--- src/source/msk_ctl_pkg.sv ---
//==========================================================================
// Control FSM states, prefix adder step schedule,
// LFSR seed and operation latencies
//==========================================================================
`default_nettype none

package msk_ctl_pkg;

  typedef enum logic [1:0] {
    ST_IDLE  = 2'd0,
    ST_LOGIC = 2'd1,  // Bit cells busy
    ST_ARITH = 2'd2   // Prefix adder busy
  } ctl_state_e;

  typedef logic [2:0] seq_step_t;

  localparam seq_step_t   seq_first = 3'd1;
  localparam seq_step_t   seq_last  = 3'd6;  // Done step, five steps after first
  localparam logic [31:0] lfsr_seed = 32'h6789ABCD;

  // Cycles from accepted request to o_ready
  localparam int lat_logic = 1;
  localparam int lat_mask  = 1;
  localparam int lat_arith = 6;

endpackage

`default_nettype wire

--- src/source/msk_word_pkg.sv ---
//==========================================================================
// Data word type, word width and the masked ALU opcodes
// shared by the datapath and the testbench
//==========================================================================
`default_nettype none

package msk_word_pkg;

  localparam int word_width = 32;

  // One share, or one plain value
  typedef logic [word_width-1:0] msk_word_t;

  typedef enum logic [2:0] {
    OP_XOR  = 3'd0,
    OP_AND  = 3'd1,
    OP_IOR  = 3'd2,
    OP_NOT  = 3'd3,
    OP_ADD  = 3'd4,
    OP_SUB  = 3'd5,
    OP_MASK = 3'd6  // Boolean masking of a plain rs1
  } msk_op_e;

endpackage

`default_nettype wire

--- src/source/msk_alu.sv ---
//==========================================================================
// Masked 32-bit ALU top level
// Operand prep, bit cell loop, prefix adder, control and result merge
//==========================================================================
`default_nettype none

module msk_alu (
  input  logic                    g_clk,
  input  logic                    g_resetn,
  input  logic                    i_valid,
  input  msk_word_pkg::msk_op_e   i_op,
  input  msk_word_pkg::msk_word_t i_rs1_s0,
  input  msk_word_pkg::msk_word_t i_rs1_s1,
  input  msk_word_pkg::msk_word_t i_rs2_s0,
  input  msk_word_pkg::msk_word_t i_rs2_s1,
  output logic                    o_ready,
  output msk_word_pkg::msk_word_t o_rd_s0,
  output msk_word_pkg::msk_word_t o_rd_s1
);
  import msk_word_pkg::*;

  msk_word_t a0, a1, b0, b1;
  msk_word_t gs;
  msk_word_t xor0, xor1, and0, and1;  // Bit cell p and g shares
  msk_word_t sum0, sum1;
  logic      sub, is_logic, is_arith, is_mask;
  logic      cell_en, add_en, add_done;

  msk_operand_prep operand_prep_inst (
    .i_op       (i_op),
    .i_rs1_s0   (i_rs1_s0),
    .i_rs1_s1   (i_rs1_s1),
    .i_rs2_s0   (i_rs2_s0),
    .i_rs2_s1   (i_rs2_s1),
    .o_a0       (a0),
    .o_a1       (a1),
    .o_b0       (b0),
    .o_b1       (b1),
    .o_sub      (sub),
    .o_is_logic (is_logic),
    .o_is_arith (is_arith),
    .o_is_mask  (is_mask)
  );

  for (genvar i = 0; i < word_width; i++) begin : gen_pg
    msk_pg_cell pg_cell_inst (
      .g_clk    (g_clk),
      .g_resetn (g_resetn),
      .i_en     (cell_en),
      .i_gs     (gs[i]),
      .i_a0     (a0[i]),
      .i_a1     (a1[i]),
      .i_b0     (b0[i]),
      .i_b1     (b1[i]),
      .o_p0     (xor0[i]),
      .o_p1     (xor1[i]),
      .o_g0     (and0[i]),
      .o_g1     (and1[i])
    );
  end

  msk_prefix_adder prefix_adder_inst (
    .g_clk    (g_clk),
    .g_resetn (g_resetn),
    .i_en     (add_en),
    .i_sub    (sub),
    .i_gs     (gs),
    .i_p0     (xor0),
    .i_p1     (xor1),
    .i_g0     (and0),
    .i_g1     (and1),
    .o_s0     (sum0),
    .o_s1     (sum1),
    .o_done   (add_done)
  );

  msk_alu_ctl alu_ctl_inst (
    .g_clk      (g_clk),
    .g_resetn   (g_resetn),
    .i_valid    (i_valid),
    .i_is_logic (is_logic),
    .i_is_arith (is_arith),
    .i_is_mask  (is_mask),
    .i_add_done (add_done),
    .o_cell_en  (cell_en),
    .o_add_en   (add_en),
    .o_ready    (o_ready),
    .o_gs       (gs)
  );

  msk_result_merge result_merge_inst (
    .g_clk    (g_clk),
    .g_resetn (g_resetn),
    .i_op     (i_op),
    .i_valid  (i_valid),
    .i_rs1_s0 (i_rs1_s0),
    .i_gs     (gs),
    .i_xor0   (xor0),
    .i_xor1   (xor1),
    .i_and0   (and0),
    .i_and1   (and1),
    .i_sum0   (sum0),
    .i_sum1   (sum1),
    .o_rd_s0  (o_rd_s0),
    .o_rd_s1  (o_rd_s1)
  );

endmodule

`default_nettype wire

--- src/source/msk_alu_ctl.sv ---
//==========================================================================
// Masked ALU control FSM, stage enables, o_ready and the 32-bit LFSR
//==========================================================================
`default_nettype none

module msk_alu_ctl (
  input  logic                    g_clk,
  input  logic                    g_resetn,
  input  logic                    i_valid,
  input  logic                    i_is_logic,
  input  logic                    i_is_arith,
  input  logic                    i_is_mask,
  input  logic                    i_add_done,
  output logic                    o_cell_en,
  output logic                    o_add_en,
  output logic                    o_ready,
  output msk_word_pkg::msk_word_t o_gs
);
  import msk_word_pkg::*;
  import msk_ctl_pkg::*;

  ctl_state_e state_q;
  ctl_state_e state_d;
  logic       cell_en_q;
  logic       mask_q;
  logic       lfsr_fb;
  msk_word_t  lfsr_q;

  assign o_cell_en = i_valid && (i_is_logic || i_is_arith) && (state_q == ST_IDLE);
  assign o_add_en  = i_valid && i_is_arith && (state_q == ST_ARITH) && !i_add_done;

  always_comb begin
    state_d = state_q;
    case (state_q)
      ST_IDLE:  if (o_cell_en) state_d = i_is_arith ? ST_ARITH : ST_LOGIC;
      ST_LOGIC: state_d = ST_IDLE;
      ST_ARITH: if (i_add_done) state_d = ST_IDLE;
      default:  state_d = ST_IDLE;
    endcase
  end

  always_ff @(posedge g_clk) begin
    if (!g_resetn) begin
      state_q   <= ST_IDLE;
      cell_en_q <= 1'b0;
      mask_q    <= 1'b0;
    end else begin
      state_q   <= state_d;
      cell_en_q <= o_cell_en;
      mask_q    <= i_valid && i_is_mask && !mask_q;  // One pulse per MASK
    end
  end

  assign o_ready = (cell_en_q && i_is_logic) || mask_q || i_add_done;

  assign lfsr_fb = lfsr_q[31] ~^ lfsr_q[21] ~^ lfsr_q[1] ~^ lfsr_q[0];
  assign o_gs    = {lfsr_q[30:0], lfsr_fb};  // Next state is the guard share

  always_ff @(posedge g_clk) begin
    if (!g_resetn) begin
      lfsr_q <= lfsr_seed;
    end else if (o_ready) begin
      lfsr_q <= o_gs;
    end
  end

endmodule

`default_nettype wire

--- src/source/msk_operand_prep.sv ---
//==========================================================================
// Opcode decode and share operand forming for the bit cells
//==========================================================================
`default_nettype none

module msk_operand_prep (
  input  msk_word_pkg::msk_op_e   i_op,
  input  msk_word_pkg::msk_word_t i_rs1_s0,
  input  msk_word_pkg::msk_word_t i_rs1_s1,
  input  msk_word_pkg::msk_word_t i_rs2_s0,
  input  msk_word_pkg::msk_word_t i_rs2_s1,
  output msk_word_pkg::msk_word_t o_a0,
  output msk_word_pkg::msk_word_t o_a1,
  output msk_word_pkg::msk_word_t o_b0,
  output msk_word_pkg::msk_word_t o_b1,
  output logic                    o_sub,
  output logic                    o_is_logic,
  output logic                    o_is_arith,
  output logic                    o_is_mask
);
  import msk_word_pkg::*;

  logic is_ior;
  logic is_not;

  assign is_ior = (i_op == OP_IOR);
  assign is_not = (i_op == OP_NOT);
  assign o_sub  = (i_op == OP_SUB);

  // OR as ~(~a & ~b), so both operands get share 1 inverted
  assign o_a0 = i_rs1_s0;
  assign o_a1 = is_ior ? ~i_rs1_s1 : i_rs1_s1;

  // NOT is a XOR with zero, result share 1 gets inverted later
  assign o_b0 = is_not ? '0 : i_rs2_s0;
  assign o_b1 = is_not ? '0 : ((is_ior || o_sub) ? ~i_rs2_s1 : i_rs2_s1);

  always_comb begin
    o_is_logic = 1'b0;
    o_is_arith = 1'b0;
    o_is_mask  = 1'b0;
    case (i_op)
      OP_XOR, OP_AND, OP_IOR, OP_NOT: o_is_logic = 1'b1;
      OP_ADD, OP_SUB:                 o_is_arith = 1'b1;
      OP_MASK:                        o_is_mask  = 1'b1;
      default:                        o_is_logic = 1'b0;  // Unused encoding
    endcase
  end

endmodule

`default_nettype wire

--- src/source/msk_pg_cell.sv ---
//==========================================================================
// One-bit threshold propagate/generate cell
//==========================================================================
`default_nettype none

module msk_pg_cell (
  input  logic g_clk,
  input  logic g_resetn,
  input  logic i_en,
  input  logic i_gs,
  input  logic i_a0,
  input  logic i_a1,
  input  logic i_b0,
  input  logic i_b1,
  output logic o_p0,
  output logic o_p1,
  output logic o_g0,
  output logic o_g1
);

  logic [3:0] t_q;  // Cross-share products

  always_ff @(posedge g_clk) begin
    if (!g_resetn) begin
      o_p0 <= 1'b0;
      o_p1 <= 1'b0;
      t_q  <= '0;
    end else if (i_en) begin
      o_p0   <= i_a0 ^ i_b0;
      o_p1   <= i_a1 ^ i_b1;
      t_q[0] <= i_gs ^ (i_a0 & i_b0);  // Guarded
      t_q[1] <= i_gs ^ (i_a0 & i_b1);  // Guarded
      t_q[2] <= i_a1 & i_b0;
      t_q[3] <= i_a1 & i_b1;
    end
  end

  // Guard cancels when the two shares are combined
  assign o_g0 = t_q[0] ^ t_q[2];
  assign o_g1 = t_q[1] ^ t_q[3];

endmodule

`default_nettype wire

--- src/source/msk_prefix_adder.sv ---
//==========================================================================
// Sequenced masked prefix adder
// Step counter, shifted operands per step, prefix cell loop, final sum
//==========================================================================
`default_nettype none

module msk_prefix_adder (
  input  logic                    g_clk,
  input  logic                    g_resetn,
  input  logic                    i_en,
  input  logic                    i_sub,
  input  msk_word_pkg::msk_word_t i_gs,
  input  msk_word_pkg::msk_word_t i_p0,
  input  msk_word_pkg::msk_word_t i_p1,
  input  msk_word_pkg::msk_word_t i_g0,
  input  msk_word_pkg::msk_word_t i_g1,
  output msk_word_pkg::msk_word_t o_s0,
  output msk_word_pkg::msk_word_t o_s1,
  output logic                    o_done
);
  import msk_word_pkg::*;
  import msk_ctl_pkg::*;

  seq_step_t  seq_q;
  logic       load;
  logic [4:0] shamt;
  msk_word_t  pk0, pk1, gk0, gk1;      // Current step operands
  msk_word_t  pj0, pj1, gj0, gj1;      // Shifted partner operands
  msk_word_t  cin_w;
  msk_word_t  p0_q, p1_q, g0_q, g1_q;  // Prefix cell outputs

  always_ff @(posedge g_clk) begin
    if (!g_resetn) begin
      seq_q <= seq_first;
    end else if (o_done) begin
      seq_q <= seq_first;
    end else if (i_en) begin
      seq_q <= seq_q + 3'd1;
    end
  end

  assign o_done = (seq_q == seq_last);
  assign load   = i_en && (seq_q == seq_first);

  // First step takes the bit cell outputs, later steps loop back
  assign pk0 = load ? i_p0 : p0_q;
  assign pk1 = load ? i_p1 : p1_q;
  assign gk0 = load ? i_g0 : g0_q;
  assign gk1 = load ? i_g1 : g1_q;

  always_comb begin
    case (seq_q)
      3'd1:    shamt = 5'd1;
      3'd2:    shamt = 5'd2;
      3'd3:    shamt = 5'd4;
      3'd4:    shamt = 5'd8;
      3'd5:    shamt = 5'd16;
      default: shamt = 5'd0;
    endcase
  end

  // Subtract carry enters as a generate just below bit 0
  assign cin_w = (msk_word_t'(i_sub) << shamt) >> 1;
  assign gj0   = gk0 << shamt;
  assign gj1   = (gk1 << shamt) | cin_w;
  assign pj0   = pk0 << shamt;
  assign pj1   = pk1 << shamt;

  for (genvar i = 0; i < word_width; i++) begin : gen_prefix
    msk_prefix_cell prefix_cell_inst (
      .g_clk    (g_clk),
      .g_resetn (g_resetn),
      .i_en     (i_en),
      .i_gs     (i_gs[i]),
      .i_pj0    (pj0[i]),
      .i_pj1    (pj1[i]),
      .i_gj0    (gj0[i]),
      .i_gj1    (gj1[i]),
      .i_pk0    (pk0[i]),
      .i_pk1    (pk1[i]),
      .i_gk0    (gk0[i]),
      .i_gk1    (gk1[i]),
      .o_p0     (p0_q[i]),
      .o_p1     (p1_q[i]),
      .o_g0     (g0_q[i]),
      .o_g1     (g1_q[i])
    );
  end

  assign o_s0 = i_p0 ^ {g0_q[word_width-2:0], 1'b0};
  assign o_s1 = i_p1 ^ {g1_q[word_width-2:0], i_sub};  // Carry-in on share 1

endmodule

`default_nettype wire

--- src/source/msk_prefix_cell.sv ---
//==========================================================================
// One-bit threshold prefix combine cell
// g = g_k ^ (g_j & p_k), p = p_k & p_j
//==========================================================================
`default_nettype none

module msk_prefix_cell (
  input  logic g_clk,
  input  logic g_resetn,
  input  logic i_en,
  input  logic i_gs,
  input  logic i_pj0,
  input  logic i_pj1,
  input  logic i_gj0,
  input  logic i_gj1,
  input  logic i_pk0,
  input  logic i_pk1,
  input  logic i_gk0,
  input  logic i_gk1,
  output logic o_p0,
  output logic o_p1,
  output logic o_g0,
  output logic o_g1
);

  logic [3:0] tg_q;
  logic [3:0] tp_q;

  always_ff @(posedge g_clk) begin
    if (!g_resetn) begin
      tg_q <= '0;
      tp_q <= '0;
    end else if (i_en) begin
      tg_q[0] <= i_gk0 ^ (i_gj0 & i_pk0);
      tg_q[1] <= i_gk1 ^ (i_gj1 & i_pk0);
      tg_q[2] <= i_gj0 & i_pk1;
      tg_q[3] <= i_gj1 & i_pk1;
      tp_q[0] <= i_gs ^ (i_pk0 & i_pj0);  // Guard on the propagate path
      tp_q[1] <= i_gs ^ (i_pk0 & i_pj1);
      tp_q[2] <= i_pk1 & i_pj0;
      tp_q[3] <= i_pk1 & i_pj1;
    end
  end

  assign o_g0 = tg_q[0] ^ tg_q[2];
  assign o_g1 = tg_q[1] ^ tg_q[3];
  assign o_p0 = tp_q[0] ^ tp_q[2];
  assign o_p1 = tp_q[1] ^ tp_q[3];

endmodule

`default_nettype wire

--- src/source/msk_result_merge.sv ---
//==========================================================================
// Masking register and output share selection per opcode
//==========================================================================
`default_nettype none

module msk_result_merge (
  input  logic                    g_clk,
  input  logic                    g_resetn,
  input  msk_word_pkg::msk_op_e   i_op,
  input  logic                    i_valid,
  input  msk_word_pkg::msk_word_t i_rs1_s0,
  input  msk_word_pkg::msk_word_t i_gs,
  input  msk_word_pkg::msk_word_t i_xor0,
  input  msk_word_pkg::msk_word_t i_xor1,
  input  msk_word_pkg::msk_word_t i_and0,
  input  msk_word_pkg::msk_word_t i_and1,
  input  msk_word_pkg::msk_word_t i_sum0,
  input  msk_word_pkg::msk_word_t i_sum1,
  output msk_word_pkg::msk_word_t o_rd_s0,
  output msk_word_pkg::msk_word_t o_rd_s1
);
  import msk_word_pkg::*;

  msk_word_t mask_q;  // Plain rs1 under the LFSR value

  always_ff @(posedge g_clk) begin
    if (!g_resetn) begin
      mask_q <= '0;
    end else if (i_valid && (i_op == OP_MASK)) begin
      mask_q <= i_rs1_s0 ^ i_gs;
    end
  end

  always_comb begin
    case (i_op)
      OP_XOR: begin
        o_rd_s0 = i_xor0;
        o_rd_s1 = i_xor1;
      end
      OP_NOT: begin
        o_rd_s0 = i_xor0;
        o_rd_s1 = ~i_xor1;
      end
      OP_AND: begin
        o_rd_s0 = i_and0;
        o_rd_s1 = i_and1;
      end
      OP_IOR: begin
        o_rd_s0 = i_and0;
        o_rd_s1 = ~i_and1;  // De Morgan back to OR
      end
      OP_ADD, OP_SUB: begin
        o_rd_s0 = i_sum0;
        o_rd_s1 = i_sum1;
      end
      OP_MASK: begin
        o_rd_s0 = mask_q;
        o_rd_s1 = i_gs;     // LFSR holds until o_ready ends
      end
      default: begin
        o_rd_s0 = '0;
        o_rd_s1 = '0;
      end
    endcase
  end

endmodule

`default_nettype wire

--- config.mk ---
export PLATFORM = sky130hd
export DESIGN_NAME = msk_alu
export DESIGN_NICKNAME = d
export VERILOG_FILES = /design/src/source/msk_ctl_pkg.sv /design/src/source/msk_word_pkg.sv /design/src/source/msk_alu.sv /design/src/source/msk_alu_ctl.sv /design/src/source/msk_operand_prep.sv /design/src/source/msk_pg_cell.sv /design/src/source/msk_prefix_adder.sv /design/src/source/msk_prefix_cell.sv /design/src/source/msk_result_merge.sv
export SDC_FILE = /design/constraint.sdc
export NUM_CORES = 2
export LEC_CHECK = 0
export ABC_AREA = 1
export BUFFER_PORTS_ARGS = -buffer_cell sky130_fd_sc_hd__buf_2
export CAP_MARGIN = 20
export CORE_UTILIZATION = 32
export CTS_CLUSTER_SIZE = 40
export DETAILED_ROUTE_END_ITERATION = 6
export HOLD_SLACK_MARGIN = 0.12
export PLACE_DENSITY = 0.6
export SLEW_MARGIN = 20
export SYNTH_ARGS = -nofsm -noshare
export SYNTH_HDL_FRONTEND = slang
export SYNTH_SLANG_ARGS = --single-unit
export TNS_END_PERCENT = 10
--- constraint.sdc ---
create_clock -name g_clk -period 2.3 [get_ports g_clk]
set_input_delay 0.46 -clock g_clk [delete_from_list [all_inputs] [get_ports g_clk]]
set_output_delay 0.46 -clock g_clk [all_outputs]
set_load 0.005 [all_outputs]
Word-level counts from Yosys, hierarchy flattened. Index checks and enable logic that the tools add are counted.

Flip-flop bits (word level): 519. Input bits: 134. Word-level logic and storage cells: 1073. Output and inout bits: 65.

Reduce and logical (&&, ||, !) cells: 24. Shifts and indexed selects: 5. Mux-type cells: 18. Eq/ne operators: 15. Add/sub/neg operators: 1. Bitwise gates (word level): 844.

Operator list (count): $xor A1 B1 Y1 (448); $and A1 B1 Y1 (384); $mux W32 (8); $pmux W32 S6 (1); $not A32 Y32 (4); $pmux W32 S4 (1); $shl A32 B5 Y32 (4); $xor A32 B32 Y32 (3); $or A32 B31 Y32 (1); $shl A1 B5 Y32 (1); $pmux W5 S5 (1); $eq A3 B3 Y1 const B (6); $eq A3 B2 Y1 const B (4); $logic_and A1 B1 Y1 (10); $reduce_or A2 Y1 (4); $eq A3 B1 Y1 const B (2); $mux W2 (3); $logic_or A1 B1 Y1 (4); $ne A2 B1 Y1 const B (2); $pmux W2 S2 (1); $reduce_or A4 Y1 (1); $add A3 B1 Y3 const B (1); $logic_not A3 Y1 (1); $mux W1 (3); 6 further kinds (9).

Longest topological paths before layout.
Depth after elaboration: 12. Depth in mapped cells: 21. Depth with buffers taken out: 20.

Modules after synthesis. Synthesis repeated with hierarchy kept, for this count alone.

Cells, all modules: 6454. Area, all modules: 39028.7 um^2.

By module, submodules not included: msk_prefix_cell (cells an instance 55, area an instance 389.1 um^2, seq. area each 160.2 um^2, times used 31); msk_prefix_adder (cells an instance 2096, area an instance 10007.1 um^2, seq. area each 60.1 um^2, times used 1); msk_pg_cell (cells an instance 38, area an instance 284.0 um^2, seq. area each 120.1 um^2, times used 32); msk_result_merge (cells an instance 907, area an instance 4585.6 um^2, seq. area each 640.6 um^2, times used 1); msk_operand_prep (cells an instance 319, area an instance 1654.1 um^2, seq. area each 0.0 um^2, times used 1); msk_alu_ctl (cells an instance 211, area an instance 1630.3 um^2, seq. area each 720.7 um^2, times used 1).

Worst setup path before layout. No wires, ideal clock.

Path kind: register to register. Start point: register prefix_adder_inst.seq_q[2]. End point: register prefix_adder_inst.gen_prefix[2].prefix_cell_inst.tp_q[0]. Stages on the path, launching flop included: 14. Period minus slack after synthesis: 2.432 ns. Path slack: -0.132 ns. Setup time: 0.115 ns. Data required time: 2.185 ns. Arrival time: 2.317 ns. Path buffers: 4. Path through: dfxtp_1 buf_2 inv_1 ha_1 clkbuf_1 inv_2 clkbuf_1 clkbuf_1 nand4_1 nor2_1 nand2_1 xor2_1 o21ai_0 inv_1.

Longest elaborated chain between the ends: 8. Elaborated cells between the ends (all ways): 14. Classes of those cells: eq/ne (6); shift (1); mux (2); bitwise (2); reduce/logical (3).

RTL lines: start: declaration (line msk_prefix_adder.sv:24) `seq_step_t seq_q;`; start signal: assignment (line msk_prefix_adder.sv:34) `seq_q <= seq_first;`; start signal: assignment (line msk_prefix_adder.sv:36) `seq_q <= seq_first;`; start signal: assignment (line msk_prefix_adder.sv:38) `seq_q <= seq_q + 3'd1;`; $eq A3 B3 Y1 (line msk_prefix_adder.sv:42) `assign o_done = (seq_q == seq_last);`; $logic_not A1 Y1 (line msk_alu_ctl.sv:30) `assign o_add_en = i_valid && i_is_arith && (state_q == ST_ARITH) && !i_add_done;`; $logic_and A1 B1 Y1 (line msk_alu_ctl.sv:30); $logic_and A1 B1 Y1 (line msk_prefix_adder.sv:43) `assign load = i_en && (seq_q == seq_first);`; $mux W32 (line msk_prefix_adder.sv:46) `assign pk0 = load ? i_p0 : p0_q;`; $shl A32 B5 Y32 (line msk_prefix_adder.sv:66) `assign pj0 = pk0 << shamt;`; $and A1 B1 Y1 (line msk_prefix_cell.sv:38) `tp_q[0] <= i_gs ^ (i_pk0 & i_pj0);`; $xor A1 B1 Y1 (line msk_prefix_cell.sv:38); end signal: assignment (line msk_prefix_cell.sv:38); end: declaration (line msk_prefix_cell.sv:27) `logic [3:0] tp_q;`.

Several ways; a longest one is shown, not always the timed one. A chain may end at the register's enable or synchronous reset.

Final worst setup path.
Start point: register prefix_adder_inst.seq_q[0]. End point: register prefix_adder_inst.gen_prefix[18].prefix_cell_inst.tg_q[1].

Longest elaborated chain between the ends: 9. Elaborated cells between the ends (all ways): 17. Classes of those cells: eq/ne (6); shift (2); mux (3); bitwise (3); reduce/logical (3).

RTL lines: $eq A3 B3 Y1 (line msk_prefix_adder.sv:42); $logic_not A1 Y1 (line msk_alu_ctl.sv:30); $logic_and A1 B1 Y1 (line msk_alu_ctl.sv:30); $logic_and A1 B1 Y1 (line msk_prefix_adder.sv:43); $mux W32 (line msk_prefix_adder.sv:49) `assign gk1 = load ? i_g1 : g1_q;`; $shl A32 B5 Y32 (line msk_prefix_adder.sv:65) `assign gj1 = (gk1 << shamt) | cin_w;`; $or A32 B31 Y32 (line msk_prefix_adder.sv:65); $and A1 B1 Y1 (line msk_prefix_cell.sv:35) `tg_q[1] <= i_gk1 ^ (i_gj1 & i_pk0);`; $xor A1 B1 Y1 (line msk_prefix_cell.sv:35); end signal: assignment (line msk_prefix_cell.sv:35); end: declaration (line msk_prefix_cell.sv:26) `logic [3:0] tg_q;`.

Several ways; a longest one is shown, not always the timed one.

==> qor.yml <==
synthesis:
  synth-edff-count: 0
  synth-simple-area-share_pct: 40.48
  avgSynthCellArea_um2: 6.162
  async_reset_ff_share_pct: 0
  syn_area_um2: 36670
  synthMuxAreaShare_pct: 0
  synth_xor_area_share_pct: 6.401
  synth_compound_area_share_pct: 13.30
  synth_adder_area_share_pct: 2.354
  yosys.area.top_type: "dfxtp_1"
  synth_commonest_cells: "nand2_1 (1400), nand3_1 (1152), dfxtp_1 (511)"
  synth_seq_cells: 511
  synth_top_area_share_pct: 27.90
  synth_warnings: 0
  synth_cells: 5951
  synthFlopType: "dfxtp_1"
  yosysUniqueCellTypes: 41
  ys_top_cells_by_area: "dfxtp_1 (28%), nand3_1 (16%), nand2_1 (14%)"
  syn_nets: 6154
  synth_top_family_by_area: "simple AND/OR/NAND/NOR gates"
  ys_seq_area_share_pct: 27.90
  yosysMostFrequentCell: "nand2_1"
worst_hold_path:
  min_from: "i_rs2_s0[2]"
  holdCritPathClass: "in -> reg"
status:
  violations: "design-rule violations, negative setup slack"
  status: "complete, but fails checks"
worst_setup_path:
  critical_path_class: "reg -> reg"
  regToRegStartpoint: "prefix_adder_inst.seq_q[0]"
  crit_fanout: 9
  start_kind: "flop"
  cp.required_ns: 2.88
  worstPathCellList: "inv_2, ha_4, nand2_4, nand3_4, nor2_4, buf_6, nand3_4, buf_12, buf_16, buf_12, buf_16, nand2_4, nand3_4, nand3_2, nand3_1, nand3_1, nand3_2, nand4_1, nand3_1, nand2_1, inv_1"
  cp-startpoint: "prefix_adder_inst.seq_q[0]"
  crit_arrival_ns: 3.53
  cp-end-kind: "flop"
  cpPeakStageDelay_ns: 0.33
  crit_slowest_cell: "dfxtp_2"
route:
  drtIter0Drc: 6229
  wire_per_inst_um: 24.15
  met3RoutedLength_mm: 24.16
  firstDrtPassIters: 7
  vias_per_cell: 5.625
  ant_nets: 0
  wl_met1_mm: 87.27
  routed_wl_mm: 204.7
  wl_met2_mm: 83.16
  drc: 11
  dr.max_layer_used: "met5"
  vias: 47680
pwr:
  irDropWorstVdd_mv: 0.6371
  p_per_area_nw_per_um2: 470.1
  p_total_uw: 25730
  leakagePower_uw: 0.02548
cts:
  cts_tree: "built"
  root_buffer: "clkbuf_16"
  cts_max_level: 2
  cts_inserted_buffers: 61
  max-clock-path-buffers: 3
  cts.clk_slew.worst_paths_ns: 0.06
  insertion_delay_ns: 0.70
  cts.sinks: 511
global_routing:
  antenna_found_initial: 6
  grt.total_usage_pct: 33.34
  grt_pass1_vias: 42800
  grt_max_degree: 78
  grt_overflow: 0
  grt_pass1_wl_mm: 289.2
placed_design:
  hpwl_mm: 156.2
  globalplace.congestion: 1.037
  port_buffers: 198
floorplanning:
  die-height_um: 340.5
  rows: 123
  start_util_pct: 32.42
  pin_count: 199
  die_area_um2: 116000
  core_um2: 113100
  fp.dieW_um: 340.5
timing:
  setup_ws_ns: -0.6468
  hold_slack_ns: 0.1433
  finClkSkew_ns: 0.05407
  fmax_mhz: 339.4
  tightest_slew_ns: 0.8524
  rsz0062_at_grt: "true"
  setup_viol: 315
  final-hold-violation-count: 0
  fin_crit_ns: 2.947
  period_share_pct: 128.1
  finalMaxSlewViolations: 0
  slew-limit-headroom_pct: 43.17
final_layout:
  syn2layout_area_growth_pct: 49.26
  fin_nets: 7131
  n_fill_cell: 11340
  utilization_pct: 48.39
  diodes: 0
  drive_gt1_share_pct: 30.97
job:
  max_cap_viol_count: 0
[power breakdown]
group	total (µW)	switching [µW]	internal [µW]
logic	5900	3580	2320
registers	9580	315	9270
clock network	10200	4420	5820
total	25700	8320	17400
[cell type report]
cell class | instances | area (µm²) | share of cell area, %
flip-flops and latches | 511 | 10240 | 18.71
repair buffers | 1351 | 11940 | 21.81
multi-input cells | 4550 | 26880 | 49.12
well taps | 1500 | 1877 | 3.429
clock inverters | 23 | 275.3 | 0.5029
clock buffers | 89 | 1782 | 3.255
inverters | 453 | 1738 | 3.175
[cell usage in the layout (no fill, tap or decap), types with 9 or more instances in the layout]
master and n:
nand3_1 705, buf_4 926, buf_2 196, a21oi_1 359, clkinv_2 11, a22oi_1 15, inv_1 438, clkbuf_8 15
buf_6 34, clkbuf_1 13, dlygate4sd3_1 47, o22ai_1 32, xnor2_1 176, xor2_1 90, a211oi_1 31, nand3_4 91
nand2_2 132, o21ai_1 20, dfxtp_1 504, clkbuf_16 77, or2_2 53, nand4_1 226, buf_12 111, o211ai_1 26
and2_1 11, nor2_4 16, o221ai_1 36, o2111ai_1 45, ha_1 66, a31oi_1 9, buf_16 13, nand3_2 357
nand2_4 45, nor2_1 454, nand2_1 1218, o21ai_0 279
[what timing repair did]
action                     4_1_cts  5_1_grt
hold endpoints to repair        43        0
setup endpoints to repair      316      316
buffers inserted                36       39
pin swaps                       44       99
resized for setup              443      455
hold buffers                    47        0
cloned                          11       16
[worst max-delay path: cells and delay by family, from the launching register on]
kind                     cells  cell delay, ns
buffers and inverters        7            0.89
flip-flops                   1            0.33
adder cells (fa/ha/maj)      1            0.16
AND/OR/NAND/NOR             13            1.44
[path summary, 6_finish.rpt]
path                                   endpoint  slack, ns  cells after the start
setup / recovery                           flop      -0.65                     21
setup reg to reg                           flop      -0.65                     21
hold reg to reg                            flop       0.47                      2
hold / removal    gen_pg[2].pg_cell_inst.t_q[2]       0.14                      5
[registers in the layout, summed over array words and instances, names as in the netlist]
name and cells:
prefix_adder_inst.gen_prefix.prefix_cell_inst.tg_q 124, alu_ctl_inst.mask_q 1, gen_pg.pg_cell_inst.o_p1 32, result_merge_inst.mask_q 32, prefix_adder_inst.seq_q 3, alu_ctl_inst.state_q 2
alu_ctl_inst.cell_en_q 1, prefix_adder_inst.gen_prefix.prefix_cell_inst.tp_q 124, gen_pg.pg_cell_inst.t_q 128, alu_ctl_inst.lfsr_q 32, gen_pg.pg_cell_inst.o_p0 32
[logic make-up (layout without fill, tap and decap cells)]
logic type | count (synthesis) | in the layout
AOI/OAI and AO/OA | 865 | 865
xor gates and xnor gates | 268 | 268
adders and majority gates | 69 | 69
buffers and inverters | 890 | 1916
DFF | 511 | 511
and+or+nand+nor | 3348 | 3348
[metrics by stage]
stage	setup TNS [ns]	std cells	setup slack, ns	cell area [µm²]
floorplan	-4.499	5951	-0.08238	36700
global placement	-154.94	8218	-0.8890	46800
detailed placement	-167.58	8218	-0.9300	46800
CTS	-113.89	8423	-0.5515	51870
global route	-159.89	8477	-0.7577	54730
finish	-130.87	8477	-0.6468	54730
[per-layer routing]
layer  track usage (%)  vias to the layer above
met5                 0                        -
met4             13.21                        6
met3             7.916                      468
met2             48.11                     2767
met1             47.26                    22440
li1                  -                    22000
Note: power is estimated with default switching activity, not from simulation.
